### src/design/rv_alu_pkg.sv
// ============================================================
// shared widths, RV64I ALU encodings and the instruction union
// imported by every RTL file of the integer ALU core
// ============================================================
package rv_alu_pkg;

  localparam int XLEN    = 64;
  localparam int REG_AW  = 5;
  localparam int INSTR_W = 32;
  localparam int SHAMT_W = 6;

  localparam logic [6:0] OPC_OP     = 7'b0110011;
  localparam logic [6:0] OPC_OP_IMM = 7'b0010011;

  localparam logic [2:0] F3_ADD  = 3'b000;
  localparam logic [2:0] F3_SLL  = 3'b001;
  localparam logic [2:0] F3_SLT  = 3'b010;
  localparam logic [2:0] F3_SLTU = 3'b011;
  localparam logic [2:0] F3_XOR  = 3'b100;
  localparam logic [2:0] F3_SR   = 3'b101;
  localparam logic [2:0] F3_OR   = 3'b110;
  localparam logic [2:0] F3_AND  = 3'b111;

  // selects SUB and SRA
  localparam logic [6:0] F7_ALT = 7'b0100000;

  localparam int ALU_OP_W = 4;

  localparam logic [ALU_OP_W-1:0] ALU_ADD  = 4'd0;
  localparam logic [ALU_OP_W-1:0] ALU_SUB  = 4'd1;
  localparam logic [ALU_OP_W-1:0] ALU_SLL  = 4'd2;
  localparam logic [ALU_OP_W-1:0] ALU_SLT  = 4'd3;
  localparam logic [ALU_OP_W-1:0] ALU_SLTU = 4'd4;
  localparam logic [ALU_OP_W-1:0] ALU_XOR  = 4'd5;
  localparam logic [ALU_OP_W-1:0] ALU_SRL  = 4'd6;
  localparam logic [ALU_OP_W-1:0] ALU_SRA  = 4'd7;
  localparam logic [ALU_OP_W-1:0] ALU_OR   = 4'd8;
  localparam logic [ALU_OP_W-1:0] ALU_AND  = 4'd9;

  // one instruction word, seen as R-type or as I-type
  typedef union packed {
    struct packed {
      logic [6:0]        funct7;
      logic [REG_AW-1:0] rs2;
      logic [REG_AW-1:0] rs1;
      logic [2:0]        funct3;
      logic [REG_AW-1:0] rd;
      logic [6:0]        opcode;
    } r;
    struct packed {
      logic [11:0]       imm12;
      logic [REG_AW-1:0] rs1;
      logic [2:0]        funct3;
      logic [REG_AW-1:0] rd;
      logic [6:0]        opcode;
    } i;
  } instr_u;

endpackage

### src/design/operand_if.sv
// ============================================================
// decoded operation from decode to execute, one strobe per op
// ============================================================
interface operand_if
  import rv_alu_pkg::*;
();

  logic                valid;
  logic [ALU_OP_W-1:0] alu_op;
  logic [XLEN-1:0]     op_a;
  logic [XLEN-1:0]     op_b;
  logic [REG_AW-1:0]   rd;

  modport src (
    output valid, alu_op, op_a, op_b, rd
  );

  modport dst (
    input valid, alu_op, op_a, op_b, rd
  );

endinterface

### src/design/execute_stage.sv
// ============================================================
// execute stage, 64-bit ALU plus the write-back register
// current and registered results both feed decode forwarding
// ============================================================
module execute_stage
  import rv_alu_pkg::*;
(
  input  logic              clk,
  input  logic              rst_n,
  operand_if.dst            op,
  output logic              o_ex_valid,
  output logic [REG_AW-1:0] o_ex_rd,
  output logic [XLEN-1:0]   o_ex_data,
  output logic              o_wb_valid,
  output logic [REG_AW-1:0] o_wb_rd,
  output logic [XLEN-1:0]   o_wb_data
);

  logic [SHAMT_W-1:0] shamt;
  logic [XLEN-1:0]    alu_res;

  assign shamt = op.op_b[SHAMT_W-1:0];

  always_comb begin
    unique case (op.alu_op)
      ALU_ADD:  alu_res = op.op_a + op.op_b;
      ALU_SUB:  alu_res = op.op_a - op.op_b;
      ALU_SLL:  alu_res = op.op_a << shamt;
      ALU_SLT:  alu_res = {{(XLEN-1){1'b0}}, $signed(op.op_a) < $signed(op.op_b)};
      ALU_SLTU: alu_res = {{(XLEN-1){1'b0}}, op.op_a < op.op_b};
      ALU_XOR:  alu_res = op.op_a ^ op.op_b;
      ALU_SRL:  alu_res = op.op_a >> shamt;
      ALU_SRA:  alu_res = $unsigned($signed(op.op_a) >>> shamt);
      ALU_OR:   alu_res = op.op_a | op.op_b;
      ALU_AND:  alu_res = op.op_a & op.op_b;
      default:  alu_res = '0;
    endcase
  end

  // same-cycle result for the next instruction in decode
  assign o_ex_valid = op.valid;
  assign o_ex_rd    = op.rd;
  assign o_ex_data  = alu_res;

  always_ff @(posedge clk or negedge rst_n) begin
    if (!rst_n) begin
      o_wb_valid <= 1'b0;
    end else begin
      o_wb_valid <= op.valid;
    end
  end

  always_ff @(posedge clk) begin
    o_wb_rd   <= op.rd;
    o_wb_data <= alu_res;
  end

endmodule

### src/flat_wrapper.sv
// flat-port wrapper written by rule: the top's interface ports become plain ports
module execute_stage_flat import rv_alu_pkg::*;
  (clk, rst_n, o_ex_valid, o_ex_rd, o_ex_data, o_wb_valid, o_wb_rd, o_wb_data, op_valid, op_alu_op, op_op_a, op_op_b, op_rd);
  operand_if op_i ();
  input  logic clk;
  input  logic rst_n;
  output logic o_ex_valid;
  output logic [REG_AW-1:0] o_ex_rd;
  output logic [XLEN-1:0] o_ex_data;
  output logic o_wb_valid;
  output logic [REG_AW-1:0] o_wb_rd;
  output logic [XLEN-1:0] o_wb_data;
  input wire logic [$bits(op_i.valid)-1:0] op_valid;
  input wire logic [$bits(op_i.alu_op)-1:0] op_alu_op;
  input wire logic [$bits(op_i.op_a)-1:0] op_op_a;
  input wire logic [$bits(op_i.op_b)-1:0] op_op_b;
  input wire logic [$bits(op_i.rd)-1:0] op_rd;
  assign op_i.valid = op_valid;
  assign op_i.alu_op = op_alu_op;
  assign op_i.op_a = op_op_a;
  assign op_i.op_b = op_op_b;
  assign op_i.rd = op_rd;
  execute_stage u_core (.clk(clk), .rst_n(rst_n), .op(op_i), .o_ex_valid(o_ex_valid), .o_ex_rd(o_ex_rd), .o_ex_data(o_ex_data), .o_wb_valid(o_wb_valid), .o_wb_rd(o_wb_rd), .o_wb_data(o_wb_data));
endmodule
### config.mk
export PLATFORM = sky130hd
export DESIGN_NAME = execute_stage_flat
export DESIGN_NICKNAME = d
export VERILOG_FILES = /design/src/design/rv_alu_pkg.sv /design/src/design/operand_if.sv /design/src/design/execute_stage.sv /design/src/flat_wrapper.sv
export SDC_FILE = /design/constraint.sdc
export NUM_CORES = 1
export LEC_CHECK = 0
export BUFFER_PORTS_ARGS = -buffer_cell sky130_fd_sc_hd__buf_2
export CAP_MARGIN = 0
export CORE_ASPECT_RATIO = 1.1
export CORE_UTILIZATION = 50
export CTS_CLUSTER_DIAMETER = 80
export CTS_CLUSTER_SIZE = 28
export DETAILED_ROUTE_END_ITERATION = 10
export PLACE_DENSITY = 0.74
export REMOVE_ABC_BUFFERS = 1
export SYNTH_ARGS = -nofsm -noshare
export SYNTH_HDL_FRONTEND = slang
export SYNTH_SLANG_ARGS = --single-unit
### constraint.sdc
create_clock -name clk -period 5.6 [get_ports clk]
set_clock_uncertainty 0.05 [all_clocks]
set_input_delay 0.28 -clock clk [delete_from_list [all_inputs] [get_ports clk]]
set_output_delay 0.28 -clock clk [all_outputs]
set_load 0.02 [all_outputs]
# ---- Word level (Yosys, flattened, before mapping)
# Cells that the tools add are included.
dict set report totals {
  elab_cells 24
  output_inout_bits 140
  inputBits 140
  reg_bits 70
}
dict set report op_classes {
  magnitude_cmp 2
  bitwise 3
  shift 3
  n_eq_ne 9
  muxes 1
  reduce_logical 1
  n_addsub 2
}
# cell n
set ops {}
lappend ops {{64-bit case mux with 10 select lines} 1}
lappend ops {{64-bit less-than comparator} 2}
lappend ops {{64-bit adder} 1}
lappend ops {{64-bit bitwise AND} 1}
lappend ops {{64-bit OR} 1}
lappend ops {{64-bit by 6-bit << shifter with 64-bit output} 1}
lappend ops {{64-bit by 6-bit right shift with 64-bit output} 1}
lappend ops {{64-bit by 6-bit >>> shifter with 64-bit output} 1}
lappend ops {{64-bit subtractor} 1}
lappend ops {{64-bit bitwise XOR} 1}
lappend ops {{4-bit by 3-bit equality test with 1-bit output, second input constant} 4}
lappend ops {{4-bit by 2-bit equality test with 1-bit output, second input constant} 2}
lappend ops {{4-bit equality test, second input constant} 2}
lappend ops {{4-bit by 1-bit equality test with 1-bit output, second input constant} 1}
lappend ops {{4-bit logical NOT} 1}

# ---- Longest topological paths before layout
# Gate-level depths: netlist of the first run.
dict set report depth {
  ltp_word 2
  ltp_mapped 19
  depth_no_buf 14
}

# ---- Least setup slack after synthesis of the first run
# No wires, ideal clock.
dict set report synth_path {
  kind {input -> output}
  startpoint {input op_op_b[2]}
  endpoint {output o_ex_data[61]}
  required_time_ns 5.270
  stages 19
  arrival_ns 5.016
  setup_slack_ns 0.254
  path_buffers 7
  cell_sequence {clkbuf_1 > inv_1 > buf_2 > buf_1 > buf_2 > buf_2 > clkbuf_1 > ha_1 > buf_2 > nand2b_1 > o311ai_1 > a211o_1 > o221a_2 > o41ai_2 > a41oi_1 > o311a_1 > and4bb_1 > mux2_2 > a211o_1}
}
dict set report synth_between {
  elab_chain_cells 2
  word_cells_on_any_way 6
  classes_between {2 x add/sub; 3 x shift; 1 x mux}
}
# item line
set synth_rtl {}
lappend synth_rtl {{start: declaration} flat_wrapper.sv:16} ;# input wire logic [$bits(op_i.op_b)-1:0] op_op_b;
lappend synth_rtl {{64-bit subtractor, or another cell as far along} execute_stage.sv:27} ;# ALU_SUB: alu_res = op.op_a - op.op_b;
lappend synth_rtl {{64-bit case mux with 10 select lines (*)} execute_stage.sv:25} ;# unique case (op.alu_op)
lappend synth_rtl {{end: declaration} flat_wrapper.sv:9} ;# output logic [XLEN-1:0] o_ex_data;
# Every way passes the cells marked *; elsewhere a longest branch is shown, timed or not.

# ---- Final worst setup path of the first run
dict set report layout_path {
  startpoint {input op_op_a[17]}
  endpoint {output o_ex_data[57]}
}
dict set report layout_between {
  elab_chain_cells 2
  word_cells_on_any_way 6
  classes_between {2 x add/sub; 3 x shift; 1 x mux}
}
# item line
set layout_rtl {}
lappend layout_rtl {{start: declaration} flat_wrapper.sv:15} ;# input wire logic [$bits(op_i.op_a)-1:0] op_op_a;
lappend layout_rtl {{64-bit subtractor, or another cell as far along} execute_stage.sv:27}
lappend layout_rtl {{64-bit case mux with 10 select lines (*)} execute_stage.sv:25}
# Marked as above.

==> summary.log, run 1 <==
[min_path] path type of the worst min-delay path in2async
[floorplanning] I/O pin count 280
[floorplanning] Die H 214 um
[worst_setup_path] type of element capturing the critical path output pin
[clock_network] Num CTS Buffers 9
[sta] final setup margin 0.244 ns
[clock_network] clock-pin slew on the worst setup and hold paths 0.06 ns
[yosys] yosys synthesis warning count 0
[drt] via density per instance 7.38
[floorplanning] die area 0.0418 mm^2
[sta] final slew viol count 0
[worst_setup_path] worst path arrival time 5.03 ns
[floorplanning] number of cell rows 77
[sta] slew margin rel. 0.262
[pwr] total power per unit cell area 170 mW/mm^2
[sta] measured slew at the worst slew-check pin 1.10 ns
[sta] peak clock frequency supported by timing 187 MHz
[yosys] synthesis-stage register bit count 70
[clock_network] # clock sinks 70
[clock_network] CTS H-tree depth 3
[drt] drt first pass iters 7
[sta] final hold viol count 0
[drt] drt drc 0
[grt] grt total ovfl 0
[grt] vias in the first global route 24095
[grt] largest net degree at the start of global routing 79
[sta] setup repair after global routing missed its margin no
[sta] final critical-path required period 5.36 ns
[clock_network] maximum root-to-sink buffer count 2
[pwr] worst IR drop on VDD 0.186 mV
[drt] number of routed nets with antenna violations 0
[worst_setup_path] cells along the critical path buf_2, inv_1, ha_1, and3_1, nand2_1, nor2_1, o211ai_1, a311oi_1, o31ai_1, buf_4, and3_1, or4_1, o21ai_0, nand2_1, buf_2
[run] number of maximum-capacitance constraint violations 0
[placement] placed instance count 3475
[yosys] netlist area before placement 0.0205 mm^2
[yosys] synthesized area divided by synthesized cell count 7.17 um^2
[pwr] reported leakage power 0.00972 uW
[grt] GRT Total Usage 0.506
[yosys] distinct cell type count of the synthesized netlist 95
[placement] Routability Congestion 1.13
[floorplanning] initial core utilization 0.508
[placement] detailed placement HPWL 83.1 mm
[grt] wire length of the first global-routing pass 158 mm
[drt] count of routing violations after the opening detailed-route iteration 4586
[sta] Period Utilization, post-route 0.956
[final_layout] NumNets Final 3316
[final_layout] area delta synth->final 9.51%
[clock_network] CTS tree done
[placement] quantity of I/O buffers inserted on ports 279
[placement] post-placement worst setup slack 0.558 ns
[worst_setup_path] Worst Setup Path Type in2out
[clock_network] Root Driver sky130_fd_sc_hd__clkbuf_16
[grt] antenna violations before repair 4
[drt] via total after detailed routing 25838
[worst_setup_path] largest fanout of any net on the critical path 13
[yosys] main flop type after synthesis sky130_fd_sc_hd__dfxtp_1
[worst_setup_path] Worst setup SP type input pin
[drt] wire length per cell 31.1 um
[yosys] Async S/R FF share, synth 0.0143
[sta] number of setup violations in the final report 0
[final_layout] fraction of layout instances using a drive strength above 1 0.177
[floorplanning] core outline area 0.0403 mm^2
[drt] total detailed-routing wirelength 109 mm
[yosys] Syn Inst Count 2857
[yosys] Post-synth EDFFs 0
[worst_setup_path] required time of the critical path 5.27 ns
[floorplanning] DIE WIDTH 195 um
[worst_setup_path] library cell contributing the largest single delay on the critical path sky130_fd_sc_hd__a311oi_1
[final_layout] final core utilization 0.557
[status] run status complete, no violations
[clock_network] number of buffers inserted by post-CTS setup repair 0
[yosys] proportion of synthesized chip area in sequential cells 0.0687
[worst_setup_path] slowest cell delay on critical path 1.00 ns
[final_layout] filler-free cell count of the finished design 3500
[through the flow]
step	setup TNS, ns	area (um^2)	hold slack (ns)	total power [uW]
after detailed placement	0	22000	0.00513	3040
after floorplan	-129.55	19500	-0.0656	2080
after global routing	0	22400	0.148	3940
after global placement	0	22000	0.00517	3020
final	0	22400	0.150	3810
after CTS	0	22400	0.120	3700
[flip-flops by register name, summed over array words and instances, names as in the netlist]
register           count
u_core.o_wb_data      64
u_core.o_wb_valid      1
u_core.o_wb_rd         5
[cells in the mapped netlist (all sizes together), types with 13 or more instances]
cell type  number  share of area
o211ai         54          0.020
or3            16         0.0049
a221oi         19         0.0081
o2111ai        14         0.0060
o31ai          33          0.012
mux4          127           0.14
nand4          23         0.0070
xnor2          39          0.017
o21bai         36          0.013
a22oi          24         0.0088
o221ai         35          0.015
a211oi         73          0.027
o21ai         166          0.041
a211o          13         0.0056
nor2          411          0.075
dfxtp          69          0.067
clkbuf        139          0.025
nand2b         15         0.0046
buf            95          0.024
ha            193           0.12
nand2         212          0.039
inv           199          0.036
o22ai          36          0.011
nor3           79          0.020
a31oi          30         0.0092
o21a           16         0.0059
a21o           36          0.013
a21oi         280          0.068
mux2i          95          0.046
nand3          46          0.011
nor4           29          0.011
[worst max-delay path by stage]
stage	start	to	slack, ns	cells past startpoint
finish	op_op_a[17]	o_ex_data[57]	0.24	15
global route	op_op_a[18]	o_ex_data[57]	0.26	15
CTS	op_op_a[22]	o_ex_data[63]	0.54	14
detailed placement	op_op_a[22]	o_ex_data[63]	0.56	14
global placement	op_op_b[2]	o_ex_data[63]	0.72	14
floorplan	op_alu_op[0]	o_ex_data[63]	-1.68	7
[critical path, delay by kind of cell]
kind / cells / cell delay (ns)
AO/OA/AOI/OAI: 4 / 1.83
AND/OR/NAND/NOR: 6 / 1.66
buffers and inverters: 4 / 0.65
adder cells (fa/ha/maj): 1 / 0.59
[where the power goes]
| group | leakage, uW | switching, uW | internal, uW |
|---|---|---|---|
| logic | 0.00900 | 1740 | 850 |
| clock network | 0.000139 | 300 | 348 |
| registers | 0.000588 | 13.4 | 561 |
| total | 0.00972 | 2050 | 1760 |
[layer usage]
layer / share of wire / vias to the layer above / global-route usage
met5: 0.00026 / - / 0
li1: - / 10910 / -
met1: 0.35 / 12130 / 0.611
met4: 0.097 / 4 / 0.406
met3: 0.13 / 548 / 0.143
met2: 0.42 / 2246 / 0.752
[area by class of cell]
cell class                      count  area, um^2
Inverter                          202         761
Antenna cell                        1        2.50
Multi-Input combinational cell   2351       17300
Tap cell                          513         642
Clock inverter                      6        71.3
Clock buffer                       10         229
Timing Repair Buffer              347        1980
Sequential cell                    70        1410
Fill cell                        3933       17900
[layout by cell type, fill, tap and decap left out, types with 39 or more instances in the layout]
master                     instances
sky130_fd_sc_hd__o211ai_1         53
sky130_fd_sc_hd__buf_4            62
sky130_fd_sc_hd__o21ai_0         164
sky130_fd_sc_hd__mux4_2          127
sky130_fd_sc_hd__a21oi_1         280
sky130_fd_sc_hd__ha_1            193
sky130_fd_sc_hd__buf_2           274
sky130_fd_sc_hd__nand3_1          46
sky130_fd_sc_hd__nand2_1         211
sky130_fd_sc_hd__nor2_1          411
sky130_fd_sc_hd__nor3_1           77
sky130_fd_sc_hd__dfxtp_1          69
sky130_fd_sc_hd__xnor2_1          39
sky130_fd_sc_hd__inv_1           194
sky130_fd_sc_hd__mux2i_1          95
sky130_fd_sc_hd__a211oi_1         73
[kinds of logic (layout without fill, tap and decap cells)]
family	after synthesis	in the layout	share of synthesized area
compound gates	984	984	0.319
mux	230	230	0.191
flops	70	70	0.0687
other cells	0	1	0
buf+inv	436	565	0.0865
simple gates	901	901	0.198
fa+ha+maj	195	195	0.120
xor+xnor	41	41	0.0175
[what timing repair did]
| item | 4_1_cts | 5_1_grt |
|---|---|---|
| endpoints found under the hold margin | 7 | 0 |
| hold buffers | 7 | 0 |
| resized for setup | 0 | 0 |
| setup endpoints to repair | 0 | 0 |
(Power assumes the default switching activity.)
==> inputs of run 2 (changes only) <==
CAP_MARGIN = unset   (was 0)
CORE_UTILIZATION = 38   (was 50)
PLACE_DENSITY = unset   (was 0.74)
==> summary.log, run 2 (synthesis gave the netlist of run 1 again) <==
[final_layout] fraction of layout instances using a drive strength above 1 0.178
[pwr] worst IR drop on VDD 0.122 mV
[pwr] power share of the combinational group 0.680
[pwr] internal power of the cells 1770 uW
[sta] slew margin rel. 0.242
[grt] wire length of the first global-routing pass 162 mm
[clock_network] post_cts resized 0
[status] run status complete, no violations
[placement] post-placement worst setup slack 0.625 ns
[drt] via total after detailed routing 25156
[floorplanning] Die H 245 um
[pwr] proportion of power drawn by flip-flops and latches 0.150
[placement] Routability Congestion 1.07
[drt] drt first pass iters 7
[floorplanning] I/O pin count 280
[final_layout] number of flip-flops under the largest register name 64
[sta] final setup margin 0.378 ns
[grt] GRT Total Usage 0.399
[run] number of maximum-capacitance constraint violations 0
[floorplanning] DIE WIDTH 223 um
[placement] quantity of I/O buffers inserted on ports 279
[pwr] reported leakage power 0.00977 uW
[clock_network] Num CTS Buffers 9
[drt] number of routed nets with antenna violations 0
[clock_network] CTS H-tree depth 3
[pwr] Final Total Pwr 3830 uW
[drt] via density per instance 6.86
[pwr] Switching Share 0.537
[worst_setup_path] required time of the critical path 5.27 ns
[final_layout] NumNets Final 3322
[placement] detailed placement HPWL 88.6 mm
[floorplanning] initial core utilization 0.387
[floorplanning] number of cell rows 88
[final_layout] register with the highest flop count u_core.o_wb_data
[pwr] switching power summed over all nets 2060 uW
[worst_setup_path] largest fanout of any net on the critical path 13
[grt] vias in the first global route 23244
[grt] grt total ovfl 0
[drt] wire length per cell 30.8 um
[sta] setup repair after global routing missed its margin no
[floorplanning] core outline area 0.0529 mm^2
[drt] count of routing violations after the opening detailed-route iteration 3732
[worst_setup_path] Worst setup SP type input pin
[min_path] path type of the worst min-delay path in2async
[sta] measured slew at the worst slew-check pin 1.12 ns
[final_layout] area delta synth->final 10.9%
[pwr] Clock Power Share 0.170
[final_layout] leading registers by flop count u_core.o_wb_data (64), u_core.o_wb_rd (5), u_core.o_wb_valid (1)
[final_layout] most frequent standard cell in the layout excluding fill and tap cells sky130_fd_sc_hd__nor2_1
[clock_network] maximum root-to-sink buffer count 2
[clock_network] Root Driver sky130_fd_sc_hd__clkbuf_16
[drt] drt drc 0
[floorplanning] die area 0.0548 mm^2
[sta] peak clock frequency supported by timing 192 MHz
[final_layout] number of filler instances in the final layout 5599
[clock_network] CTS tree done
[worst_setup_path] worst path arrival time 4.89 ns
[clock_network] # clock sinks 70
[grt] antenna violations before repair 5
[final_layout] commonest cells after routing, fill and taps aside sky130_fd_sc_hd__nor2_1, sky130_fd_sc_hd__a21oi_1, sky130_fd_sc_hd__buf_2, sky130_fd_sc_hd__nand2_1, sky130_fd_sc_hd__inv_1
[drt] total detailed-routing wirelength 113 mm
[clock_network] clock-pin slew on the worst setup and hold paths 0.07 ns
[sta] final critical-path required period 5.22 ns
[sta] final slew viol count 0
[worst_setup_path] type of element capturing the critical path output pin
[grt] largest net degree at the start of global routing 130
[sta] number of setup violations in the final report 0
[worst_setup_path] Worst Setup Path Type in2out
[pwr] total power per unit cell area 169 mW/mm^2
[sta] Period Utilization, post-route 0.932
[sta] final hold viol count 0
-- run 2: final timing paths --
kind,slack (ns),depth (start not counted),startpoint,endpoint
hold / removal,0.12,2,rst_n,u_core.o_wb_valid
setup / recovery,0.38,14,op_op_a[18],o_ex_data[62]
min in group clk,0.34,4,op_op_b[21],u_core.o_wb_data[21]
max in group asynchronous,5.30,2,rst_n,u_core.o_wb_valid
-- run 2: per-stage QoR --
stage          setup TNS [ns]  cell area [um^2]  instances  hold WS [ns]   util
5_1_grt                     0             22700       3667         0.139  0.429
3_5_place_dp                0             22300       3644       0.00854  0.422
2_1_floorplan         -129.55             19500       2623       -0.0656      -
3_3_place_gp                0             22300       3644       0.00405  0.422
4_1_cts                     0             22700       3666         0.121  0.429
6_report                    0             22700       3668         0.123  0.430
-- run 2: area by class of cell --
cell class	instances	area (um^2)	share of cell area
diodes	2	5.00	0.000220
clock buffers	10	239	0.0105
clock inverters	5	58.8	0.00259
inverters	202	761	0.0335
multi-input cells	2351	17300	0.763
flip-flops and latches	70	1410	0.0620
well taps	675	845	0.0372
repair buffers	353	2060	0.0909
-- run 2: timing repair --
action | CTS | global route
hold buffers | 7 | 0
setup buffers | 0 | 0
endpoints found under the hold margin | 7 | 0
-- run 2: layer usage --
layer  track usage  part of all wire  vias to the layer above
met4         0.259             0.075                        2
met2         0.626              0.44                     1748
li1              -                 -                    10942
met5             0           0.00012                        -
met3        0.0693             0.096                      383
met1         0.504              0.39                    12081
-- run 2: worst max-delay path: stages --
cell                        delay, ns
sky130_fd_sc_hd__buf_2           0.19
sky130_fd_sc_hd__inv_1           0.06
sky130_fd_sc_hd__ha_1            0.58
sky130_fd_sc_hd__inv_1           0.16
sky130_fd_sc_hd__o31ai_1         0.50
sky130_fd_sc_hd__a31oi_1         0.11
sky130_fd_sc_hd__o21ai_0         0.49
sky130_fd_sc_hd__nand4bb_1       0.55
sky130_fd_sc_hd__a211oi_1        0.71
sky130_fd_sc_hd__o21ai_0         0.30
sky130_fd_sc_hd__a2111oi_0       0.48
sky130_fd_sc_hd__a221o_1         0.16
sky130_fd_sc_hd__or3_1           0.11
sky130_fd_sc_hd__buf_2           0.16
-- run 2: power by group through the flow --
| stage | registers [uW] | logic (uW) | clock network [uW] |
|---|---|---|---|
| final | 573 | 2600 | 653 |
| after detailed placement | 585 | 2510 | 0 |
| after global routing | 579 | 2730 | 675 |
| after floorplan | 670 | 1410 | 0 |
| after global placement | 584 | 2510 | 0 |
| after CTS | 573 | 2530 | 667 |
