[config.mk]
export PLATFORM = sky130hd
export DESIGN_NAME = decode_stage_flat
export DESIGN_NICKNAME = d
export VERILOG_FILES = /design/src/design/rv_alu_pkg.sv /design/src/design/operand_if.sv /design/src/design/decode_stage.sv /design/src/flat_wrapper.sv
export SDC_FILE = /design/constraint.sdc
export NUM_CORES = 1
export LEC_CHECK = 0
export ABC_AREA = 1
export BUFFER_PORTS_ARGS = -buffer_cell sky130_fd_sc_hd__buf_2
export CORE_AREA = 5 5 170 172
export CTS_CLUSTER_DIAMETER = 100
export DETAILED_ROUTE_END_ITERATION = 8
export DIE_AREA = 0 0 175 177
export SYNTH_ARGS = -nofsm -noshare
export SYNTH_HDL_FRONTEND = slang
export SYNTH_SLANG_ARGS = --single-unit
export TNS_END_PERCENT = 30
[constraint.sdc]
create_clock -name clk -period 0.8 [get_ports clk]
set_input_delay 0.12 -clock clk [delete_from_list [all_inputs] [get_ports clk]]
set_output_delay 0.12 -clock clk [all_outputs]
set_load 0.03 [all_outputs]
[src/design/rv_alu_pkg.sv]
// ============================================================
// shared widths, RV64I ALU encodings and the instruction union
// imported by every RTL file of the integer ALU core
// ============================================================
package rv_alu_pkg;

  localparam int XLEN    = 64;
  localparam int REG_AW  = 5;
  localparam int INSTR_W = 32;
  localparam int SHAMT_W = 6;

  localparam logic [6:0] OPC_OP     = 7'b0110011;
  localparam logic [6:0] OPC_OP_IMM = 7'b0010011;

  localparam logic [2:0] F3_ADD  = 3'b000;
  localparam logic [2:0] F3_SLL  = 3'b001;
  localparam logic [2:0] F3_SLT  = 3'b010;
  localparam logic [2:0] F3_SLTU = 3'b011;
  localparam logic [2:0] F3_XOR  = 3'b100;
  localparam logic [2:0] F3_SR   = 3'b101;
  localparam logic [2:0] F3_OR   = 3'b110;
  localparam logic [2:0] F3_AND  = 3'b111;

  // selects SUB and SRA
  localparam logic [6:0] F7_ALT = 7'b0100000;

  localparam int ALU_OP_W = 4;

  localparam logic [ALU_OP_W-1:0] ALU_ADD  = 4'd0;
  localparam logic [ALU_OP_W-1:0] ALU_SUB  = 4'd1;
  localparam logic [ALU_OP_W-1:0] ALU_SLL  = 4'd2;
  localparam logic [ALU_OP_W-1:0] ALU_SLT  = 4'd3;
  localparam logic [ALU_OP_W-1:0] ALU_SLTU = 4'd4;
  localparam logic [ALU_OP_W-1:0] ALU_XOR  = 4'd5;
  localparam logic [ALU_OP_W-1:0] ALU_SRL  = 4'd6;
  localparam logic [ALU_OP_W-1:0] ALU_SRA  = 4'd7;
  localparam logic [ALU_OP_W-1:0] ALU_OR   = 4'd8;
  localparam logic [ALU_OP_W-1:0] ALU_AND  = 4'd9;

  // one instruction word, seen as R-type or as I-type
  typedef union packed {
    struct packed {
      logic [6:0]        funct7;
      logic [REG_AW-1:0] rs2;
      logic [REG_AW-1:0] rs1;
      logic [2:0]        funct3;
      logic [REG_AW-1:0] rd;
      logic [6:0]        opcode;
    } r;
    struct packed {
      logic [11:0]       imm12;
      logic [REG_AW-1:0] rs1;
      logic [2:0]        funct3;
      logic [REG_AW-1:0] rd;
      logic [6:0]        opcode;
    } i;
  } instr_u;

endpackage

[src/design/operand_if.sv]
// ============================================================
// decoded operation from decode to execute, one strobe per op
// ============================================================
interface operand_if
  import rv_alu_pkg::*;
();

  logic                valid;
  logic [ALU_OP_W-1:0] alu_op;
  logic [XLEN-1:0]     op_a;
  logic [XLEN-1:0]     op_b;
  logic [REG_AW-1:0]   rd;

  modport src (
    output valid, alu_op, op_a, op_b, rd
  );

  modport dst (
    input valid, alu_op, op_a, op_b, rd
  );

endinterface

[src/design/decode_stage.sv]
// ============================================================
// decode stage, maps the instruction to an ALU op, picks the
// operands with forwarding and registers the bundle for execute
// ============================================================
module decode_stage
  import rv_alu_pkg::*;
(
  input  logic               clk,
  input  logic               rst_n,
  input  logic               i_instr_valid,
  input  logic [INSTR_W-1:0] i_instr,
  output logic [REG_AW-1:0]  o_rs1_addr,
  output logic [REG_AW-1:0]  o_rs2_addr,
  input  logic [XLEN-1:0]    i_rs1_data,
  input  logic [XLEN-1:0]    i_rs2_data,
  input  logic               i_ex_valid,
  input  logic [REG_AW-1:0]  i_ex_rd,
  input  logic [XLEN-1:0]    i_ex_data,
  input  logic               i_wb_valid,
  input  logic [REG_AW-1:0]  i_wb_rd,
  input  logic [XLEN-1:0]    i_wb_data,
  operand_if.src             op
);

  instr_u              instr;
  logic                is_reg;
  logic                is_imm;
  logic                alt;
  logic [ALU_OP_W-1:0] alu_op_d;
  logic [XLEN-1:0]     imm_ext;
  logic [XLEN-1:0]     rs1_val;
  logic [XLEN-1:0]     rs2_val;
  logic                valid_d;

  assign instr  = i_instr;
  assign is_reg = (instr.r.opcode == OPC_OP);
  assign is_imm = (instr.i.opcode == OPC_OP_IMM);

  assign o_rs1_addr = instr.r.rs1;
  assign o_rs2_addr = instr.r.rs2;

  // SRAI keeps its alt bit in funct6, above the 6-bit shamt
  assign alt = is_reg ? (instr.r.funct7 == F7_ALT)
                      : (instr.i.imm12[11:6] == F7_ALT[6:1]);

  always_comb begin
    unique case (instr.r.funct3)
      F3_ADD:  alu_op_d = (is_reg && alt) ? ALU_SUB : ALU_ADD;
      F3_SLL:  alu_op_d = ALU_SLL;
      F3_SLT:  alu_op_d = ALU_SLT;
      F3_SLTU: alu_op_d = ALU_SLTU;
      F3_XOR:  alu_op_d = ALU_XOR;
      F3_SR:   alu_op_d = alt ? ALU_SRA : ALU_SRL;
      F3_OR:   alu_op_d = ALU_OR;
      default: alu_op_d = ALU_AND;
    endcase
  end

  // shift immediates carry only the shamt
  always_comb begin
    if (instr.i.funct3 == F3_SLL || instr.i.funct3 == F3_SR) begin
      imm_ext = {{(XLEN-SHAMT_W){1'b0}}, instr.i.imm12[SHAMT_W-1:0]};
    end else begin
      imm_ext = {{(XLEN-12){instr.i.imm12[11]}}, instr.i.imm12};
    end
  end

  // execute result is newer than write-back, which is newer than the file
  always_comb begin
    if (i_ex_valid && i_ex_rd == instr.r.rs1) begin
      rs1_val = i_ex_data;
    end else if (i_wb_valid && i_wb_rd == instr.r.rs1) begin
      rs1_val = i_wb_data;
    end else begin
      rs1_val = i_rs1_data;
    end
    if (i_ex_valid && i_ex_rd == instr.r.rs2) begin
      rs2_val = i_ex_data;
    end else if (i_wb_valid && i_wb_rd == instr.r.rs2) begin
      rs2_val = i_wb_data;
    end else begin
      rs2_val = i_rs2_data;
    end
  end

  assign valid_d = i_instr_valid && (is_reg || is_imm) && (instr.r.rd != '0);

  always_ff @(posedge clk or negedge rst_n) begin
    if (!rst_n) begin
      op.valid <= 1'b0;
    end else begin
      op.valid <= valid_d;
    end
  end

  always_ff @(posedge clk) begin
    op.alu_op <= alu_op_d;
    op.op_a   <= rs1_val;
    op.op_b   <= is_imm ? imm_ext : rs2_val;
    op.rd     <= instr.r.rd;
  end

endmodule

[src/flat_wrapper.sv]
// flat-port wrapper written by rule: the top's interface ports become plain ports
module decode_stage_flat import rv_alu_pkg::*;
  (clk, rst_n, i_instr_valid, i_instr, o_rs1_addr, o_rs2_addr, i_rs1_data, i_rs2_data, i_ex_valid, i_ex_rd, i_ex_data, i_wb_valid, i_wb_rd, i_wb_data, op_valid, op_alu_op, op_op_a, op_op_b, op_rd);
  operand_if op_i ();
  input  logic clk;
  input  logic rst_n;
  input  logic i_instr_valid;
  input  logic [INSTR_W-1:0] i_instr;
  output logic [REG_AW-1:0] o_rs1_addr;
  output logic [REG_AW-1:0] o_rs2_addr;
  input  logic [XLEN-1:0] i_rs1_data;
  input  logic [XLEN-1:0] i_rs2_data;
  input  logic i_ex_valid;
  input  logic [REG_AW-1:0] i_ex_rd;
  input  logic [XLEN-1:0] i_ex_data;
  input  logic i_wb_valid;
  input  logic [REG_AW-1:0] i_wb_rd;
  input  logic [XLEN-1:0] i_wb_data;
  output wire logic [$bits(op_i.valid)-1:0] op_valid;
  output wire logic [$bits(op_i.alu_op)-1:0] op_alu_op;
  output wire logic [$bits(op_i.op_a)-1:0] op_op_a;
  output wire logic [$bits(op_i.op_b)-1:0] op_op_b;
  output wire logic [$bits(op_i.rd)-1:0] op_rd;
  assign op_valid = op_i.valid;
  assign op_alu_op = op_i.alu_op;
  assign op_op_a = op_i.op_a;
  assign op_op_b = op_i.op_b;
  assign op_rd = op_i.rd;
  decode_stage u_core (.clk(clk), .rst_n(rst_n), .i_instr_valid(i_instr_valid), .i_instr(i_instr), .o_rs1_addr(o_rs1_addr), .o_rs2_addr(o_rs2_addr), .i_rs1_data(i_rs1_data), .i_rs2_data(i_rs2_data), .i_ex_valid(i_ex_valid), .i_ex_rd(i_ex_rd), .i_ex_data(i_ex_data), .i_wb_valid(i_wb_valid), .i_wb_rd(i_wb_rd), .i_wb_data(i_wb_data), .op(op_i));
endmodule
## Word-level counts from Yosys, hierarchy flattened

Cells that the tools add are included.

| storage, ports and cells | value |
|---|---|
| register bits | 138 |
| bits of input ports | 303 |
| word-level logic and storage cells | 40 |

| cells by class | value |
|---|---|
| equal/unequal tests | 14 |
| mux-type cells | 10 |
| reduce and logical (&&, ||, !) cells | 11 |

Operator list:

| operator | number |
|---|---|
| $mux 64 | 6 |
| $pmux 4 s7 | 1 |
| $eq 5x5->1 | 4 |
| $eq 7x6->1 const B | 2 |
| $eq 3x3->1 const B | 3 |
| $eq 7x5->1 const B | 1 |
| $logic_and 1x1->1 | 7 |
| $eq 3x2->1 const B | 2 |
| $eq 6x5->1 const B | 1 |
| $reduce_bool 5->1 | 1 |
| $eq 3x1->1 const B | 1 |
| $logic_not 3->1 | 1 |
| $mux 1 | 3 |
| $logic_or 1x1->1 | 2 |

## Longest topological paths before layout

Gate-level depths: netlist (run 1).

| logic depth | value |
|---|---|
| word-level depth | 5 |
| gate-level depth with buffers | 11 |
| mapped depth without buffers | 9 |

## Least setup slack after synthesis (run 1)

OpenSTA, ideal clock, no wires.

| timing | value |
|---|---|
| kind | input port to flip-flop |
| start point | input port i_instr[1] |
| end point | register u_core.op.op_b[23] |
| arrival | 0.988 ns |
| required time | 0.674 ns |
| setup slack | -0.313 ns |
| stages | 8 |
| cell sequence | nand2_1 -> nor3_4 -> nand2_2 -> inv_2 -> clkbuf_1 -> nor2_1 -> nand2_1 -> nand2_1 |

| between the ends | value |
|---|---|
| longest elaborated chain between the ends | 2 |

Ends and longest elaborated chain:

| element | RTL line | text |
|---|---|---|
| from (decl) | flat_wrapper.sv:8 | `input logic [INSTR_W-1:0] i_instr;` |
| $eq 7x5->1 | decode_stage.sv:37 | `assign is_imm = (instr.i.opcode == OPC_OP_IMM);` |
| $mux 64 | decode_stage.sv:99 | `op.op_b <= is_imm ? imm_ext : rs2_val;` |
| to (signal assigned) | decode_stage.sv:99 |  |
| to (decl) | operand_if.sv:15 | `output valid, alu_op, op_a, op_b, rd` |

Every way passes these cells.

## Worst setup path in the final report (run 1)

| timing | value |
|---|---|
| start point | register u_core.op.valid |
| end point | output port op_valid |

RTL lines:

| element | RTL line | text |
|---|---|---|
| from (decl) | operand_if.sv:15 |  |
| from (signal assigned) | decode_stage.sv:92 | `op.valid <= valid_d;` |
| to (decl) | flat_wrapper.sv:19 | `output wire logic [$bits(op_i.valid)-1:0] op_valid;` |

No word-level cell between the ends.

==> load_flow_metrics.sql, run 1 <==
INSERT INTO impl_metrics (metric_group, metric, value, unit) VALUES
('synth', 'netlist-cell-type-count', '24', ''),
('pwr', 'pwr-share-clk', '0.363', ''),
('hold_path', 'holdPathStages', '5', ''),
('sta', 'max_freq', '926.4', 'MHz'),
('drt', 'drt-wirelength-per-cell', '20.87', 'µm'),
('drt', 'dr_total_vias', '11655', ''),
('clock_tree', 'cts.htree.levels', '4', ''),
('setup_path', 'worst_setup_path_end_kind', 'primary output', ''),
('pwr', 'power_density', '1463', 'nW/µm²'),
('synth', 'netlist_top_cells_area', 'sky130_fd_sc_hd__dfxtp_1, sky130_fd_sc_hd__nand2_1, sky130_fd_sc_hd__nand3_1', ''),
('setup_path', 'cp_delay_by_family_top', 'flip-flops', ''),
('sta', 'setup-violations-final', '266', ''),
('setup_path', 'crit_path_cell_trace', 'buf_6', ''),
('sta', 'rsz_0062_raised_after_global_routing', 'true', ''),
('synth', 'synthesis.area', '7953', 'µm²'),
('clock_tree', 'clock-sinks', '138', ''),
('clock_tree', 'number_of_buffers_added_by_the_clock_tree_synthesis_step', '17', ''),
('drt', 'drtAntennaViolNets', '0', ''),
('pwr', 'vdd.ir_drop.worst', '0.001336', 'V'),
('drt', 'viasPerCell', '5.092', ''),
('hold_path', 'worst_hold_startpoint', 'i_rs1_data[34]', ''),
('setup_path', 'timing.critical_path.slowest_cell_delay', '0.39', 'ns'),
('layout', 'nFillCells', '2190', ''),
('synth', 'postSynthCellCount', '1267', ''),
('sta', 'finalCritPeriodShare', '1.349', ''),
('hold_path', 'timing.hold.worst.class', 'input pin to flip-flop', ''),
('clock_tree', 'cts_tree', 'yes', ''),
('clock_tree', 'clk_pin_slew_worst_setup_hold_paths', '0.07', 'ns'),
('sta', 'final_max_slew_viol_count', '0', ''),
('die', 'fp.dieArea', '30980', 'µm²'),
('global_route', 'global_route.usage.total', '0.2615', ''),
('pwr', 'netSwitchingFraction', '0.3234', ''),
('sta', 'worst_slack', '-0.2795', 'ns'),
('drt', 'detailedRoute.firstIterationViolations', '1070', ''),
('synth', 'yosys_warnings', '0', ''),
('sta', 'maxSlewHeadroom', '0.7260', ''),
('layout', 'post_route_cells_drive_above_1_share', '0.5623', ''),
('clock_tree', 'clk_root_buffer_cell', 'sky130_fd_sc_hd__clkbuf_16', ''),
('drt', 'drt_first_pass_iters', '6', ''),
('place', 'io_buffer_count', '450', ''),
('sta', 'finalHoldViolations', '0', ''),
('sta', 'worst_pin_slew', '0.4110', 'ns'),
('clock_tree', 'cts.path.max_buffers', '2', ''),
('layout', 'layout.nets', '2225', ''),
('die', 'die_y', '177', 'µm'),
('setup_path', 'worst_path_buf_inv', '1', ''),
('status', 'violations', 'negative setup slack', ''),
('pwr', 'power.internal', '16.90', 'mW'),
('pwr', 'total_switching_power', '8.079', 'mW'),
('synth', 'post-synth-top-area-fraction', '0.3449', ''),
('flow_run', 'maxCapViolations', '0', ''),
('place', 'dp_hpwl', '27.91', 'mm'),
('hold_path', 'holdPathEnd', 'u_core.op.op_a[34]', ''),
('layout', 'final_cell_mix', 'sky130_fd_sc_hd__buf_2, sky130_fd_sc_hd__nand2_1, sky130_fd_sc_hd__buf_6', ''),
('global_route', 'gr-total-overflow', '0', ''),
('layout', 'area_delta_synth_final', '114.7', '%'),
('layout', 'final_cell_area', '17070', 'µm²'),
('global_route', 'grt_pass1_vias', '11297', ''),
('synth', 'post-synth-top-area-cell', 'sky130_fd_sc_hd__dfxtp_1', ''),
('status', 'outcome', 'complete, but fails checks', ''),
('setup_path', 'required', '0.68', 'ns'),
('setup_path', 'timing.critical_path.fanout_max', '1', ''),
('synth', 'synth_net_count', '1570', ''),
('global_route', 'number_of_antenna_violations_at_the_first_check_in_global_routing', '9', ''),
('setup_path', 'worst_ep_arrival_time', '0.96', 'ns'),
('pwr', 'total_leakage_power', '8.954', 'nW'),
('setup_path', 'worstSetupStartpointType', 'flip-flop', ''),
('synth', 'ys_ff_latch', '138', ''),
('setup_path', 'critical_path.startpoint', 'u_core.op.valid', ''),
('place', 'placement.cell_area', '10930', 'µm²'),
('drt', 'postRouteWirelength', '47.77', 'mm');
-- cell type report --
cell class	count	area, µm²	area share
inverter	157	691.9	0.04052
clock buffer	19	432.9	0.02536
multi-input combinational	877	5280	0.3092
timing repair buffer	731	7063	0.4137
sequential	138	2939	0.1721
tap	346	432.9	0.02536
clock inverter	13	214.0	0.01253
antenna	8	20.02	0.001173
-- per-layer routing --
metal | vias up | share of wire | global-route usage
li1 | 5280 | - | -
met4 | 2 | 0.048 | 0.1129
met2 | 836 | 0.48 | 0.4476
met3 | 198 | 0.099 | 0.06366
met1 | 5339 | 0.37 | 0.3135
met5 | - | 0.00027 | 0
-- cell families after synthesis --
family,after synthesis,synth area share
flip-flops,138,0.3480
AND/OR/NAND/NOR,860,0.4729
AO/OA/AOI/OAI,17,0.01227
buffers and inverters,252,0.1668
-- worst max path at each step --
| stage | to | slack, ns | depth (start not counted) |
|---|---|---|---|
| final | op_valid | -0.28 | 1 |
| after global routing | op_valid | -0.32 | 1 |
| after CTS | op_valid | -0.27 | 1 |
| after detailed placement | u_core.op.op_a[15] | -0.73 | 9 |
| after global placement | u_core.op.op_a[15] | -0.76 | 9 |
| after floorplan | u_core.op.op_a[10] | -0.24 | 8 |
-- cells in the mapped netlist --
master	count
sky130_fd_sc_hd__nor3_1	4
sky130_fd_sc_hd__o21ai_1	7
sky130_fd_sc_hd__nand2_1	438
sky130_fd_sc_hd__nor3_4	1
sky130_fd_sc_hd__nand3_1	196
sky130_fd_sc_hd__nor2_1	136
sky130_fd_sc_hd__buf_6	33
sky130_fd_sc_hd__buf_4	26
sky130_fd_sc_hd__a21oi_1	4
sky130_fd_sc_hd__inv_2	9
sky130_fd_sc_hd__nand2_2	2
sky130_fd_sc_hd__dfxtp_1	137
sky130_fd_sc_hd__dfrtp_1	1
sky130_fd_sc_hd__nor2_2	11
sky130_fd_sc_hd__nor2_8	1
sky130_fd_sc_hd__inv_1	148
sky130_fd_sc_hd__nand4_1	66
sky130_fd_sc_hd__clkbuf_1	8
sky130_fd_sc_hd__nor2_4	2
sky130_fd_sc_hd__nand3_4	3
sky130_fd_sc_hd__a21oi_4	1
sky130_fd_sc_hd__o22ai_1	1
sky130_fd_sc_hd__o21ai_0	4
sky130_fd_sc_hd__buf_2	28
-- sequential cells by signal, indices dropped and copies added, names as in the netlist --
signal / count
u_core.op.rd: 5
u_core.op.op_b: 64
u_core.op.alu_op: 4
u_core.op.valid: 1
u_core.op.op_a: 64
-- power by group through the flow --
stage | sequential (mW) | combinational, mW | clock, mW
finish | 7.85 | 8.06 | 9.06
global route | 7.90 | 8.45 | 9.49
CTS | 7.85 | 7.02 | 9.14
detailed placement | 7.75 | 5.10 | 0
global placement | 7.76 | 5.09 | 0
floorplan | 8.88 | 1.73 | 0
-- repair_timing --
action | CTS | global route
hold buffers | 138 | 0
buffers inserted | 24 | 14
endpoints found under the hold margin | 108 | 0
gates cloned | 18 | 17
endpoints found under the setup margin | 266 | 268
pin swaps | 61 | 122
gates resized for setup | 583 | 346
-- metrics by stage --
stage / setup TNS [ns] / hold slack, ns / util / cells
2_1_floorplan: -27.70 / -0.1756 / - / 1267
3_3_place_gp: -83.50 / -0.1046 / 0.3999 / 2049
3_5_place_dp: -84.72 / -0.1024 / 0.3999 / 2049
4_1_cts: -50.85 / 0.00009104 / 0.5623 / 2258
5_1_grt: -59.48 / 0.0005497 / 0.6249 / 2289
6_report: -51.32 / 0.01027 / 0.6249 / 2289
No activity file was read; power rests on OpenSTA's default activity.
==> run 2: changes to the inputs <==
Settings changed: SETUP_SLACK_MARGIN set to 0.15.
==> run 2 against run 1 <==
The flow finishes with violations (negative hold slack, negative setup slack). Combinational power is 2.6% lower. Power is 0.95% lower. Fmax is 1.3% lower.
==> load_flow_metrics.sql, run 2 (same netlist as run 1, synthesis figures left out) <==
INSERT INTO impl_metrics (metric_group, metric, value, unit) VALUES
('setup_path', 'worstSetupStartpointType', 'input pin', ''),
('drt', 'detailedRoute.firstIterationViolations', '1049', ''),
('pwr', 'power_frac_seq', '0.317', ''),
('global_route', 'grt_max_degree', '65', ''),
('drt', 'drc_errors', '0', ''),
('die', 'core_area', '27320', 'µm²'),
('sta', 'setup-violations-final', '266', ''),
('pwr', 'total_leakage_power', '8.680', 'nW'),
('pwr', 'netSwitchingFraction', '0.3184', ''),
('pwr', 'p_comb_frac', '0.317', ''),
('place', 'io_buffer_count', '450', ''),
('die', 'initial_utilization', '0.2911', ''),
('die', 'fp-row-count', '61', ''),
('setup_path', 'timing.critical_path.fanout_max', '7', ''),
('clock_tree', 'clock-sinks', '138', ''),
('layout', 'final_cell_area', '16460', 'µm²'),
('die', 'die_x_extent', '175', 'µm'),
('layout', 'biggestRegsByFlops', 'u_core.op.op_a (64), u_core.op.op_b (64), u_core.op.rd (5)', ''),
('place', 'placement.cell_area', '10930', 'µm²'),
('clock_tree', 'number_of_buffers_added_by_the_clock_tree_synthesis_step', '17', ''),
('place', 'place.gp.congestion', '0.9539', ''),
('sta', 'finalCritPeriodShare', '1.368', ''),
('drt', 'drt-wirelength-per-cell', '19.97', 'µm'),
('sta', 'maxSlewHeadroom', '0.7634', ''),
('clock_tree', 'cts_tree', 'yes', ''),
('clock_tree', 'cts.path.max_buffers', '2', ''),
('clock_tree', 'clk_pin_slew_worst_setup_hold_paths', '0.07', 'ns'),
('global_route', 'number_of_antenna_violations_at_the_first_check_in_global_routing', '11', ''),
('die', 'fp.dieArea', '30980', 'µm²'),
('layout', 'area_delta_synth_final', '106.9', '%'),
('pwr', 'finalPower', '24.74', 'mW'),
('clock_tree', 'cts.htree.levels', '4', ''),
('sta', 'worst_slack', '-0.2941', 'ns'),
('sta', 'rsz_0062_raised_after_global_routing', 'true', ''),
('clock_tree', 'clk_root_buffer_cell', 'sky130_fd_sc_hd__clkbuf_16', ''),
('drt', 'postRouteWirelength', '45.01', 'mm'),
('pwr', 'total_switching_power', '7.878', 'mW'),
('status', 'outcome', 'complete, but fails checks', ''),
('sta', 'holdWs', '-0.01287', 'ns'),
('setup_path', 'criticalPathCategory', 'input pin to flip-flop', ''),
('global_route', 'global_route.usage.total', '0.2550', ''),
('die', 'ioPinCount', '451', ''),
('sta', 'setup_total_negative_slack', '-49.50', 'ns'),
('drt', 'drtAntennaViolNets', '0', ''),
('drt', 'drt_first_pass_iters', '6', ''),
('global_route', 'gr-total-overflow', '0', ''),
('pwr', 'pwr-share-clk', '0.365', ''),
('global_route', 'grt_pass1_vias', '11155', ''),
('global_route', 'wire_length_of_the_first_global_routing_pass', '61.82', 'mm'),
('pwr', 'vdd.ir_drop.worst', '0.001317', 'V'),
('sta', 'finalHoldViolations', '9', ''),
('place', 'dp_hpwl', '27.91', 'mm'),
('sta', 'worst_pin_slew', '0.3512', 'ns'),
('sta', 'finalCriticalPeriod', '1.094', 'ns'),
('sta', 'final_max_slew_viol_count', '0', ''),
('flow_run', 'maxCapViolations', '0', ''),
('drt', 'dr_total_vias', '11345', ''),
('setup_path', 'required', '1.11', 'ns'),
('layout', 'layout.nets', '2187', ''),
('layout', 'post_route_cells_drive_above_1_share', '0.5409', ''),
('sta', 'max_freq', '914.0', 'MHz'),
('layout', 'final_cell_mix', 'sky130_fd_sc_hd__nand2_1, sky130_fd_sc_hd__buf_2, sky130_fd_sc_hd__buf_6', ''),
('hold_path', 'timing.hold.worst.class', 'input pin to flip-flop', ''),
('pwr', 'power.internal', '16.86', 'mW'),
('setup_path', 'worst_ep_arrival_time', '1.41', 'ns'),
('status', 'violations', 'negative hold slack, negative setup slack', ''),
('place', 'preCtsSetupSlack', '-0.7283', 'ns'),
('die', 'die_y', '177', 'µm'),
('pwr', 'power_density', '1504', 'nW/µm²'),
('setup_path', 'worst_setup_path_end_kind', 'flip-flop', ''),
('layout', 'utilization', '0.6023', ''),
('layout', 'most_common_cell_after_layout_fill_and_taps_aside', 'sky130_fd_sc_hd__nand2_1', ''),
('drt', 'viasPerCell', '5.033', '');
## run 2: metal layers
metal / wire length (µm) / up-vias / track usage / part of all wire
met5: 27 / - / 0 / 0.00060
met4: 1911 / 4 / 0.1070 / 0.042
met3: 4728 / 163 / 0.07327 / 0.11
met1: 16680 / 5181 / 0.3027 / 0.37
met2: 21660 / 788 / 0.4332 / 0.48
li1: - / 5209 / - / -
## run 2: repair_timing
action                                 in CTS  in global routing
pin swaps                                  48                 85
buffers inserted                           24                 11
gates resized for setup                   579                287
hold buffers                               96                  2
gates cloned                               16                 13
endpoints found under the hold margin     108                 11
setup endpoints to repair                 273                274
## run 2: path summary, 6_finish.rpt
kind	from	to	slack [ns]	cells past startpoint
worst max-delay path	i_instr[21]	u_core.op.op_b[46]	-0.29	12
worst min-delay path	i_rs2_data[10]	u_core.op.op_b[10]	-0.01	5
max in group asynchronous	rst_n	u_core.op.valid	0.19	3
min in group asynchronous	rst_n	u_core.op.valid	0.51	3
## run 2: layout make-up
cell class	instances	area, µm²
Multi-Input combinational cell	878	5087
Sequential cell	138	2939
Tap cell	346	432.9
Fill cell	2382	10870
Clock inverter	13	214.0
Clock buffer	19	432.9
Inverter	157	664.4
Timing Repair Buffer	692	6658
Antenna cell	11	27.53
## run 2: through the flow
step / instances / hold slack, ns
detailed placement: 2049 / -0.1024
global placement: 2049 / -0.1046
global route: 2252 / -0.01916
floorplan: 1267 / -0.1756
finish: 2254 / -0.01287
CTS: 2217 / -0.02393
## run 2: power by group through the flow
stage	clock, mW	sequential (mW)	combinational, mW
6_report	9.04	7.85	7.85
5_1_grt	9.50	7.90	8.26
4_1_cts	9.14	7.85	6.99
3_5_place_dp	0	7.75	5.10
3_3_place_gp	0	7.76	5.09
2_1_floorplan	0	8.88	1.73
## run 2: worst max-delay path, cell delays in order
cell and delay (ns):
sky130_fd_sc_hd__buf_12 0.11, sky130_fd_sc_hd__nand2_2 0.07, sky130_fd_sc_hd__nand2_2 0.06, sky130_fd_sc_hd__nor2_4 0.11
sky130_fd_sc_hd__nand3_4 0.19, sky130_fd_sc_hd__buf_12 0.20, sky130_fd_sc_hd__buf_16 0.14, sky130_fd_sc_hd__buf_12 0.13
sky130_fd_sc_hd__nor2_1 0.09, sky130_fd_sc_hd__nor2_1 0.05, sky130_fd_sc_hd__nand2_1 0.07, sky130_fd_sc_hd__nand2_1 0.04
